### src/simd_fp_pkg.sv
// ------------------------------
// Formats, opcodes, flags and width helpers of the SIMD noncomp slice
// Every RTL file takes what it needs by wildcard import
// ------------------------------
package simd_fp_pkg;

  // ------------------------------
  // Sizes
  // ------------------------------
  localparam int unsigned TAG_BITS     = 8;
  localparam int unsigned MIN_FP_WIDTH = 16; // Narrowest format, sets the lane count

  // ------------------------------
  // Formats and operations
  // ------------------------------
  typedef enum logic {
    FP32 = 1'b0,
    FP16 = 1'b1
  } fp_fmt_e;

  // Sign injection and min/max group
  typedef enum logic [2:0] {
    SGNJ  = 3'd0,
    SGNJN = 3'd1,
    SGNJX = 3'd2,
    MIN   = 3'd3,
    MAX   = 3'd4
  } noncomp_op_e;

  // IEEE exception flags, only nv is raised by this group
  typedef struct packed {
    logic nv; // Invalid operation
    logic dz; // Divide by zero
    logic of; // Overflow
    logic uf; // Underflow
    logic nx; // Inexact
  } status_t;

  // Quiet NaN returned when both min/max inputs are NaN
  localparam logic [31:0] CANON_NAN_FP32 = 32'h7FC0_0000;
  localparam logic [15:0] CANON_NAN_FP16 = 16'h7E00;

  // ------------------------------
  // Width helpers
  // ------------------------------
  // Slot width of one lane for a format
  function automatic int unsigned fp_width(fp_fmt_e fmt);
    return (fmt == FP16) ? 16 : 32;
  endfunction

  // Lanes needed to hold the narrowest format across the datapath
  function automatic int unsigned num_lanes(int unsigned width);
    return width / MIN_FP_WIDTH;
  endfunction

endpackage

### src/lane_if.sv
// ------------------------------
// Stage-to-stage buses of the slice pipeline
// Operand bus feeds the lane stage, result bus feeds the packer
// ------------------------------
interface lane_operand_if import simd_fp_pkg::*; #(
  parameter int unsigned Width = 64
) ();
  localparam int unsigned NumLanes = num_lanes(Width);

  logic                valid;
  logic                ready;
  noncomp_op_e         op;
  fp_fmt_e             fmt;
  logic [NumLanes-1:0] lane_active; // Lanes that carry real work
  logic [NumLanes-1:0] mask;        // High lets the lane's flags through
  logic [TAG_BITS-1:0] tag;
  logic [Width-1:0]    opa;
  logic [Width-1:0]    opb;

  modport producer (output valid, op, fmt, lane_active, mask, tag, opa, opb, input ready);
  modport consumer (input valid, op, fmt, lane_active, mask, tag, opa, opb, output ready);
endinterface

interface lane_result_if import simd_fp_pkg::*; #(
  parameter int unsigned Width = 64
) ();
  localparam int unsigned NumLanes = num_lanes(Width);

  logic                         valid;
  logic                         ready;
  fp_fmt_e                      fmt;
  logic [NumLanes-1:0]          lane_active;
  logic [NumLanes-1:0]          mask;
  logic [TAG_BITS-1:0]          tag;
  logic [Width-1:0]             result;      // Lane results in place at slot width
  status_t [NumLanes-1:0]       lane_status;

  modport producer (output valid, fmt, lane_active, mask, tag, result, lane_status,
                    input ready);
  modport consumer (input valid, fmt, lane_active, mask, tag, result, lane_status,
                    output ready);
endinterface

### src/lane_split.sv
// ------------------------------
// First pipeline stage, registers the request and works out active lanes
// Upstream handshake of the slice lives here
// ------------------------------
module lane_split import simd_fp_pkg::*; #(
  parameter  int unsigned Width    = 64,
  localparam int unsigned NumLanes = num_lanes(Width)
) (
  input  logic                clk_i,
  input  logic                reset_i,
  input  logic                flush_i,
  input  logic [Width-1:0]    operands_a_i,
  input  logic [Width-1:0]    operands_b_i,
  input  noncomp_op_e         op_i,
  input  fp_fmt_e             fmt_i,
  input  logic                vectorial_op_i,
  input  logic [NumLanes-1:0] simd_mask_i,
  input  logic [TAG_BITS-1:0] tag_i,
  input  logic                in_valid_i,
  output logic                in_ready_o,
  lane_operand_if.producer    out_o
);

  logic [NumLanes-1:0] lane_active_d;
  logic                load;
  logic                valid_q;
  noncomp_op_e         op_q;
  fp_fmt_e             fmt_q;
  logic [NumLanes-1:0] active_q;
  logic [NumLanes-1:0] mask_q;
  logic [TAG_BITS-1:0] tag_q;
  logic [Width-1:0]    opa_q;
  logic [Width-1:0]    opb_q;

  // ------------------------------
  // Lane enable
  // ------------------------------
  // Lane 0 always runs, upper lanes only for vectors that fit the datapath
  always_comb begin : active_lanes
    for (int unsigned i = 0; i < NumLanes; i++) begin
      lane_active_d[i] = (i == 0) ||
                         (vectorial_op_i && ((i + 1) * fp_width(fmt_i) <= Width));
    end
  end

  // ------------------------------
  // Stage register
  // ------------------------------
  assign in_ready_o = ~valid_q | out_o.ready; // Empty or draining
  assign load       = in_valid_i & in_ready_o;

  always_ff @(posedge clk_i) begin : valid_reg
    if (reset_i || flush_i) begin
      valid_q <= 1'b0;
    end else if (in_ready_o) begin
      valid_q <= in_valid_i;
    end
  end

  always_ff @(posedge clk_i) begin : payload_reg
    if (load) begin
      op_q     <= op_i;
      fmt_q    <= fmt_i;
      active_q <= lane_active_d;
      mask_q   <= simd_mask_i;
      tag_q    <= tag_i;
      opa_q    <= operands_a_i;
      opb_q    <= operands_b_i;
    end
  end

  assign out_o.valid       = valid_q;
  assign out_o.op          = op_q;
  assign out_o.fmt         = fmt_q;
  assign out_o.lane_active = active_q;
  assign out_o.mask        = mask_q;
  assign out_o.tag         = tag_q;
  assign out_o.opa         = opa_q;
  assign out_o.opb         = opb_q;

endmodule

### src/noncomp_lane.sv
// ------------------------------
// One lane of sign injection and min/max, purely combinational
// FP16 results sit in the low half with ones above
// ------------------------------
module noncomp_lane import simd_fp_pkg::*; (
  input  noncomp_op_e op_i,
  input  fp_fmt_e     fmt_i,
  input  logic [31:0] opa_i,
  input  logic [31:0] opb_i,
  output logic [31:0] result_o,
  output status_t     status_o
);

  logic        sign_a, sign_b, sign_r;
  logic [30:0] mag_a, mag_b;
  logic        nan_a, nan_b, snan_a, snan_b;
  logic        a_lt_b;
  logic        is_minmax;
  logic [31:0] canon_nan;
  logic [31:0] sgnj_val;
  logic [31:0] minmax_val;
  logic [31:0] value_r;

  // ------------------------------
  // Field access per format
  // ------------------------------
  function automatic logic sign_of(logic [31:0] x, fp_fmt_e f);
    return (f == FP16) ? x[15] : x[31];
  endfunction

  function automatic logic [30:0] magnitude(logic [31:0] x, fp_fmt_e f);
    return (f == FP16) ? {16'h0000, x[14:0]} : x[30:0];
  endfunction

  // All-ones exponent with a nonzero mantissa
  function automatic logic is_nan(logic [31:0] x, fp_fmt_e f);
    return (f == FP16) ? ((&x[14:10]) && (|x[9:0])) : ((&x[30:23]) && (|x[22:0]));
  endfunction

  function automatic logic quiet_bit(logic [31:0] x, fp_fmt_e f);
    return (f == FP16) ? x[9] : x[22];
  endfunction

  assign sign_a    = sign_of(opa_i, fmt_i);
  assign sign_b    = sign_of(opb_i, fmt_i);
  assign mag_a     = magnitude(opa_i, fmt_i);
  assign mag_b     = magnitude(opb_i, fmt_i);
  assign nan_a     = is_nan(opa_i, fmt_i);
  assign nan_b     = is_nan(opb_i, fmt_i);
  assign snan_a    = nan_a & ~quiet_bit(opa_i, fmt_i);
  assign snan_b    = nan_b & ~quiet_bit(opb_i, fmt_i);
  assign canon_nan = (fmt_i == FP16) ? {16'h0000, CANON_NAN_FP16} : CANON_NAN_FP32;
  assign is_minmax = (op_i == MIN) || (op_i == MAX);

  // Sign-magnitude order, so -0 sorts below +0 on the sign check
  always_comb begin : order
    if (sign_a != sign_b) a_lt_b = sign_a;
    else if (sign_a)      a_lt_b = mag_a > mag_b;
    else                  a_lt_b = mag_a < mag_b;
  end

  always_comb begin : sign_inject
    case (op_i)
      SGNJN:   sign_r = ~sign_b;
      SGNJX:   sign_r = sign_a ^ sign_b;
      default: sign_r = sign_b;
    endcase
    sgnj_val = (fmt_i == FP16) ? {16'h0000, sign_r, opa_i[14:0]} : {sign_r, opa_i[30:0]};
  end

  // A single NaN input yields the other operand
  always_comb begin : min_max
    if (nan_a && nan_b)                minmax_val = canon_nan;
    else if (nan_a)                    minmax_val = opb_i;
    else if (nan_b)                    minmax_val = opa_i;
    else if (a_lt_b == (op_i == MIN))  minmax_val = opa_i;
    else                               minmax_val = opb_i;
  end

  assign value_r  = is_minmax ? minmax_val : sgnj_val;
  assign result_o = (fmt_i == FP16) ? {16'hFFFF, value_r[15:0]} : value_r;

  always_comb begin : flags
    status_o    = '0;
    status_o.nv = is_minmax & (snan_a | snan_b); // Sign injection never signals
  end

endmodule

### src/lane_stage.sv
// ------------------------------
// Second pipeline stage, runs one noncomp unit per lane
// Results are registered in place at the format's slot width
// ------------------------------
module lane_stage import simd_fp_pkg::*; #(
  parameter  int unsigned Width    = 64,
  localparam int unsigned NumLanes = num_lanes(Width)
) (
  input  logic             clk_i,
  input  logic             reset_i,
  input  logic             flush_i,
  lane_operand_if.consumer in_i,
  lane_result_if.producer  out_o
);

  logic [Width-1:0]       slot16, slot32;
  logic [Width-1:0]       result_d;
  status_t [NumLanes-1:0] status_d;
  logic                   load;
  logic                   valid_q;
  logic [Width-1:0]       result_q;
  status_t [NumLanes-1:0] status_q;
  fp_fmt_e                fmt_q;
  logic [NumLanes-1:0]    active_q;
  logic [NumLanes-1:0]    mask_q;
  logic [TAG_BITS-1:0]    tag_q;

  for (genvar i = 0; i < NumLanes; i++) begin : gen_lanes
    logic [31:0] opa_lane, opb_lane, res_lane;
    status_t     status_lane;

    assign opa_lane = 32'(in_i.opa >> (i * fp_width(in_i.fmt)));
    assign opb_lane = 32'(in_i.opb >> (i * fp_width(in_i.fmt)));

    noncomp_lane u_lane (
      .op_i     (in_i.op),
      .fmt_i    (in_i.fmt),
      .opa_i    (opa_lane),
      .opb_i    (opb_lane),
      .result_o (res_lane),
      .status_o (status_lane)
    );

    assign slot16[i*16 +: 16] = res_lane[15:0];
    if ((i + 1) * 32 <= Width) begin : gen_fp32_slot // Only lanes that hold a full FP32
      assign slot32[i*32 +: 32] = res_lane;
    end
    assign status_d[i] = in_i.lane_active[i] ? status_lane : '0;
  end

  assign result_d = (in_i.fmt == FP16) ? slot16 : slot32;

  // ------------------------------
  // Stage register
  // ------------------------------
  assign in_i.ready = ~valid_q | out_o.ready;
  assign load       = in_i.valid & in_i.ready;

  always_ff @(posedge clk_i) begin : valid_reg
    if (reset_i || flush_i) valid_q <= 1'b0;
    else if (in_i.ready)    valid_q <= in_i.valid;
  end

  always_ff @(posedge clk_i) begin : payload_reg
    if (load) begin
      result_q <= result_d;
      status_q <= status_d;
      fmt_q    <= in_i.fmt;
      active_q <= in_i.lane_active;
      mask_q   <= in_i.mask;
      tag_q    <= in_i.tag;
    end
  end

  assign out_o.valid       = valid_q;
  assign out_o.result      = result_q;
  assign out_o.lane_status = status_q;
  assign out_o.fmt         = fmt_q;
  assign out_o.lane_active = active_q;
  assign out_o.mask        = mask_q;
  assign out_o.tag         = tag_q;

endmodule

### src/result_pack.sv
// ------------------------------
// Last pipeline stage, NaN-boxes idle lanes and collapses the flags
// Output register holds until the consumer takes it
// ------------------------------
module result_pack import simd_fp_pkg::*; #(
  parameter  int unsigned Width    = 64,
  localparam int unsigned NumLanes = num_lanes(Width)
) (
  input  logic                clk_i,
  input  logic                reset_i,
  input  logic                flush_i,
  input  logic                out_ready_i,
  lane_result_if.consumer     in_i,
  output logic [Width-1:0]    result_o,
  output status_t             status_o,
  output logic [TAG_BITS-1:0] tag_o,
  output logic                out_valid_o
);

  logic [Width-1:0]    boxed;
  status_t             status_d;
  logic                load;
  logic                out_valid_q;
  logic [Width-1:0]    result_q;
  status_t             status_q;
  logic [TAG_BITS-1:0] tag_q;

  // ------------------------------
  // Packing
  // ------------------------------
  // Bits of idle lanes or past the last lane read as ones
  always_comb begin : nan_box
    int unsigned lane_idx;
    for (int unsigned b = 0; b < Width; b++) begin
      lane_idx = b / fp_width(in_i.fmt);
      if ((lane_idx < NumLanes) && in_i.lane_active[lane_idx]) begin
        boxed[b] = in_i.result[b];
      end else begin
        boxed[b] = 1'b1;
      end
    end
  end

  // Flags of active lanes with their mask bit set
  always_comb begin : status_collapse
    status_d = '0;
    for (int unsigned i = 0; i < NumLanes; i++) begin
      if (in_i.lane_active[i] && in_i.mask[i]) begin
        status_d = status_d | in_i.lane_status[i];
      end
    end
  end

  // ------------------------------
  // Output register
  // ------------------------------
  assign in_i.ready = ~out_valid_q | out_ready_i;
  assign load       = in_i.valid & in_i.ready;

  always_ff @(posedge clk_i) begin : valid_reg
    if (reset_i || flush_i) begin
      out_valid_q <= 1'b0;
    end else if (in_i.ready) begin
      out_valid_q <= in_i.valid;
    end
  end

  always_ff @(posedge clk_i) begin : payload_reg
    if (load) begin
      result_q <= boxed;
      status_q <= status_d;
      tag_q    <= in_i.tag;
    end
  end

  assign result_o    = result_q;
  assign status_o    = status_q;
  assign tag_o       = tag_q;
  assign out_valid_o = out_valid_q;

endmodule

### src/simd_noncomp_slice.sv
// ------------------------------
// Three-stage SIMD sign-injection and min/max slice
// Split, compute and pack stages joined by valid/ready buses
// ------------------------------
module simd_noncomp_slice import simd_fp_pkg::*; #(
  parameter  int unsigned Width    = 64,
  localparam int unsigned NumLanes = num_lanes(Width)
) (
  input  logic                clk_i,
  input  logic                reset_i,
  // Request side
  input  logic [Width-1:0]    operands_a_i,
  input  logic [Width-1:0]    operands_b_i,
  input  noncomp_op_e         op_i,
  input  fp_fmt_e             fmt_i,
  input  logic                vectorial_op_i,
  input  logic [NumLanes-1:0] simd_mask_i,
  input  logic [TAG_BITS-1:0] tag_i,
  input  logic                in_valid_i,
  output logic                in_ready_o,
  input  logic                flush_i,
  // Response side
  output logic [Width-1:0]    result_o,
  output status_t             status_o,
  output logic [TAG_BITS-1:0] tag_o,
  output logic                out_valid_o,
  input  logic                out_ready_i,
  output logic                busy_o
);

  lane_operand_if #(.Width(Width)) op_if ();
  lane_result_if  #(.Width(Width)) res_if ();

  lane_split #(.Width(Width)) u_split (
    .clk_i          (clk_i),
    .reset_i        (reset_i),
    .flush_i        (flush_i),
    .operands_a_i   (operands_a_i),
    .operands_b_i   (operands_b_i),
    .op_i           (op_i),
    .fmt_i          (fmt_i),
    .vectorial_op_i (vectorial_op_i),
    .simd_mask_i    (simd_mask_i),
    .tag_i          (tag_i),
    .in_valid_i     (in_valid_i),
    .in_ready_o     (in_ready_o),
    .out_o          (op_if.producer)
  );

  lane_stage #(.Width(Width)) u_lanes (
    .clk_i   (clk_i),
    .reset_i (reset_i),
    .flush_i (flush_i),
    .in_i    (op_if.consumer),
    .out_o   (res_if.producer)
  );

  result_pack #(.Width(Width)) u_pack (
    .clk_i       (clk_i),
    .reset_i     (reset_i),
    .flush_i     (flush_i),
    .out_ready_i (out_ready_i),
    .in_i        (res_if.consumer),
    .result_o    (result_o),
    .status_o    (status_o),
    .tag_o       (tag_o),
    .out_valid_o (out_valid_o)
  );

  // Any stage holding an item
  assign busy_o = op_if.valid | res_if.valid | out_valid_o;

endmodule

### config.mk
export PLATFORM = sky130hd
export DESIGN_NAME = simd_noncomp_slice
export DESIGN_NICKNAME = d
export VERILOG_FILES = /design/src/simd_fp_pkg.sv /design/src/lane_if.sv /design/src/lane_split.sv /design/src/noncomp_lane.sv /design/src/lane_stage.sv /design/src/result_pack.sv /design/src/simd_noncomp_slice.sv
export SDC_FILE = /design/constraint.sdc
export NUM_CORES = 1
export LEC_CHECK = 0
export ABC_AREA = 1
export BUFFER_PORTS_ARGS = -buffer_cell sky130_fd_sc_hd__buf_2
export CAP_MARGIN = 20
export CORE_ASPECT_RATIO = 1.25
export CORE_MARGIN = 2
export CORE_UTILIZATION = 28
export DETAILED_ROUTE_END_ITERATION = 8
export GPL_ROUTABILITY_DRIVEN = 1
export SETUP_SLACK_MARGIN = 0.02
export SYNTH_ARGS = -nofsm -noshare
export SYNTH_HDL_FRONTEND = slang
export SYNTH_HIERARCHICAL = 1
export SYNTH_SLANG_ARGS = --single-unit
### constraint.sdc
create_clock -name clk_i -period 9.94 [get_ports clk_i]
set_input_delay 0.994 -clock clk_i [delete_from_list [all_inputs] [get_ports clk_i]]
set_output_delay 0.994 -clock clk_i [all_outputs]
set_load 0.005 [all_outputs]
==> summary.txt <==
Mapped Cells: 2727
setup_tns: 0 ns
Clock Skew: 0.02008 ns
P_leak: 11.94 nW
Vias/cell: 4.509
Root Driver: clkbuf_16
GRT Overall Usage: 16.52%
PD cells: 143.3 nW/um^2
unrepaired setup endpoints after global routing: false
slowest stage delay, CP: 0.62 ns
Worst setup EP type: flop
Post-CTS Setup Inserts: 0
Sink Count: 327
# hold bufs at CTS: 0
Residual DRC: 0
Mapped Area: 21410 sq um
worst endpoint required time: 10.22 ns
final hold vios: 0
CP Launch Type: flop
Final GP Congestion: 0.9365
total CTS buffers: 34
Storage cell area: 9789 sq um
routed len/inst: 16.79 microns
Setup violations, final: 0
Initial Utilization: 28.25%
Multi-input gate area: 9015 sq um
Reg clk slew, reported paths: 0.06 ns
die area: 78700 sq um
DR vias: 17778
DRT iter0 DRCs: 1391
post-placement cell area: 23380 sq um
CTS tree: yes
Critical Path, Cell by Cell: buf_12, buf_4, inv_2, nand2_1, ha_1, nand2_1, nor2_1, nand4_1, nor2_1, nand4_1, nand2_1, nand2_1, nand3_2, nand3_4, nand2_4, nand2_1, nand3_1, nand3_1, nor2_1, a21oi_1
# resized after CTS: 0
Pins Over Slew Limit: 0
Clock Latency Late Sink: 0.57 ns
Worst EP arrival: 5.21 ns
CTS H-tree lvls: 2
Die Y: 313.1 microns
1st-pass router iterations: 5
clock buffer depth: 3
Hold Slack: 0.4164 ns
fin util: 32.21%
worst hold path class: flop to flop
Slew HR: 33.99%
average size of a mapped cell: 7.850 sq um
Max Freq: 202.7 MHz
Port Buffers: 229
status: finished, final reports clean
area delta synth->final: 14.03%
VDD IR max: 103.0 uV
hpwl dp: 51320 microns
min Tclk post-route: 4.933 ns
crit-path max FO: 198
DIE WIDTH: 251.3 microns
WL final: 66190 microns
CP max-delay cell: buf_4
core area: 75780 sq um
Post-layout nets: 3217
Least-Margin Pin Slew: 0.9901 ns
vias in the first global route: 16817
Setup CP Type: flop to flop
number of synthesis warnings: 6
antenna cells: 0
share of post-route cells with drive strength above 1: 12.58%
Top cell by count, worst path: nand2_1
IO Pins: 230
row count: 113
global-route wire length before repair: 99440 microns
CP delay by family, top: simple AND/OR/NAND/NOR gates
fillers: 8202
Antenna Violating Nets Remaining: 0
grt total ovfl: 0
initial antenna violation count: 0
largest net degree at the start of global routing: 199
final instance area: 24410 sq um
final period utilization: 49.63%
Max Cap Viol: 0
Worst Path Buf+Inv: 3
## worst reg2reg max path, delay by kind of cell, from the launching register on
kind            cells  cell delay (ns)
fa+ha+maj           1             0.14
compound gates      1             0.10
buf+inv             3             1.60
flops               1             0.37
simple gates       15             2.42
## final timing paths
| check | startpoint | end | slack, ns | cells after the start |
|---|---|---|---|---|
| setup / recovery | u_split/out_o.fmt | u_lanes/out_o.result[16] | 5.01 | 20 |
| hold / removal | u_lanes/out_o.tag[5] | u_pack/tag_o[5] | 0.42 | 0 |
| setup reg to reg | u_split/out_o.fmt | u_lanes/out_o.result[16] | 5.01 | 20 |
| hold reg to reg | u_lanes/out_o.tag[5] | u_pack/tag_o[5] | 0.42 | 0 |
## layout by cell type (no fill, tap or decap), types with 5 or more instances in the layout
| master | count |
|---|---|
| a21o_1 | 8 |
| a21oi_1 | 110 |
| a21oi_4 | 7 |
| buf_2 | 229 |
| buf_4 | 8 |
| clkbuf_1 | 5 |
| clkbuf_16 | 34 |
| clkinv_1 | 11 |
| conb_1 | 73 |
| edfxtp_1 | 324 |
| ha_1 | 124 |
| inv_1 | 533 |
| inv_2 | 28 |
| nand2_1 | 765 |
| nand2_2 | 9 |
| nand3_1 | 204 |
| nand3b_1 | 19 |
| nand4_1 | 48 |
| nor2_1 | 165 |
| nor2_2 | 12 |
| nor3_1 | 24 |
| nor4_1 | 20 |
| o21ai_0 | 142 |
| o21ai_1 | 6 |
| or2_2 | 17 |
## power breakdown
group	switching (mW)	internal [mW]
Sequential	0.0477	1.59
Combinational	0.440	0.203
Clock	0.559	0.663
## layout make-up
class / count / share of cell area [%]
Clock buffer: 39 / 3.562
Clock inverter: 20 / 0.6663
Inverter: 561 / 8.626
Multi-Input combinational cell: 1780 / 36.93
Sequential cell: 327 / 40.10
Tap cell: 977 / 5.008
Timing Repair Buffer: 239 / 5.105
## per-layer routing
layer  vias up  global-route usage, %  wire, microns
li1       9044                      -              -
met4         0                  7.481           2990
met1      8055                  20.76          28090
met2       546                  28.31          31980
met5         -                      0              0
met3       133                  2.093           3121
## through the flow
| step | std cells | power, mW | setup WS [ns] |
|---|---|---|---|
| floorplan | 2794 | 2.130 | 0.9926 |
| finish | 3943 | 3.498 | 5.007 |
| global route | 3943 | 3.675 | 4.563 |
| detailed placement | 3884 | 2.295 | 4.984 |
| global placement | 3884 | 2.292 | 5.018 |
| CTS | 3943 | 3.538 | 4.960 |
No activity file was read; power rests on OpenSTA's default activity.
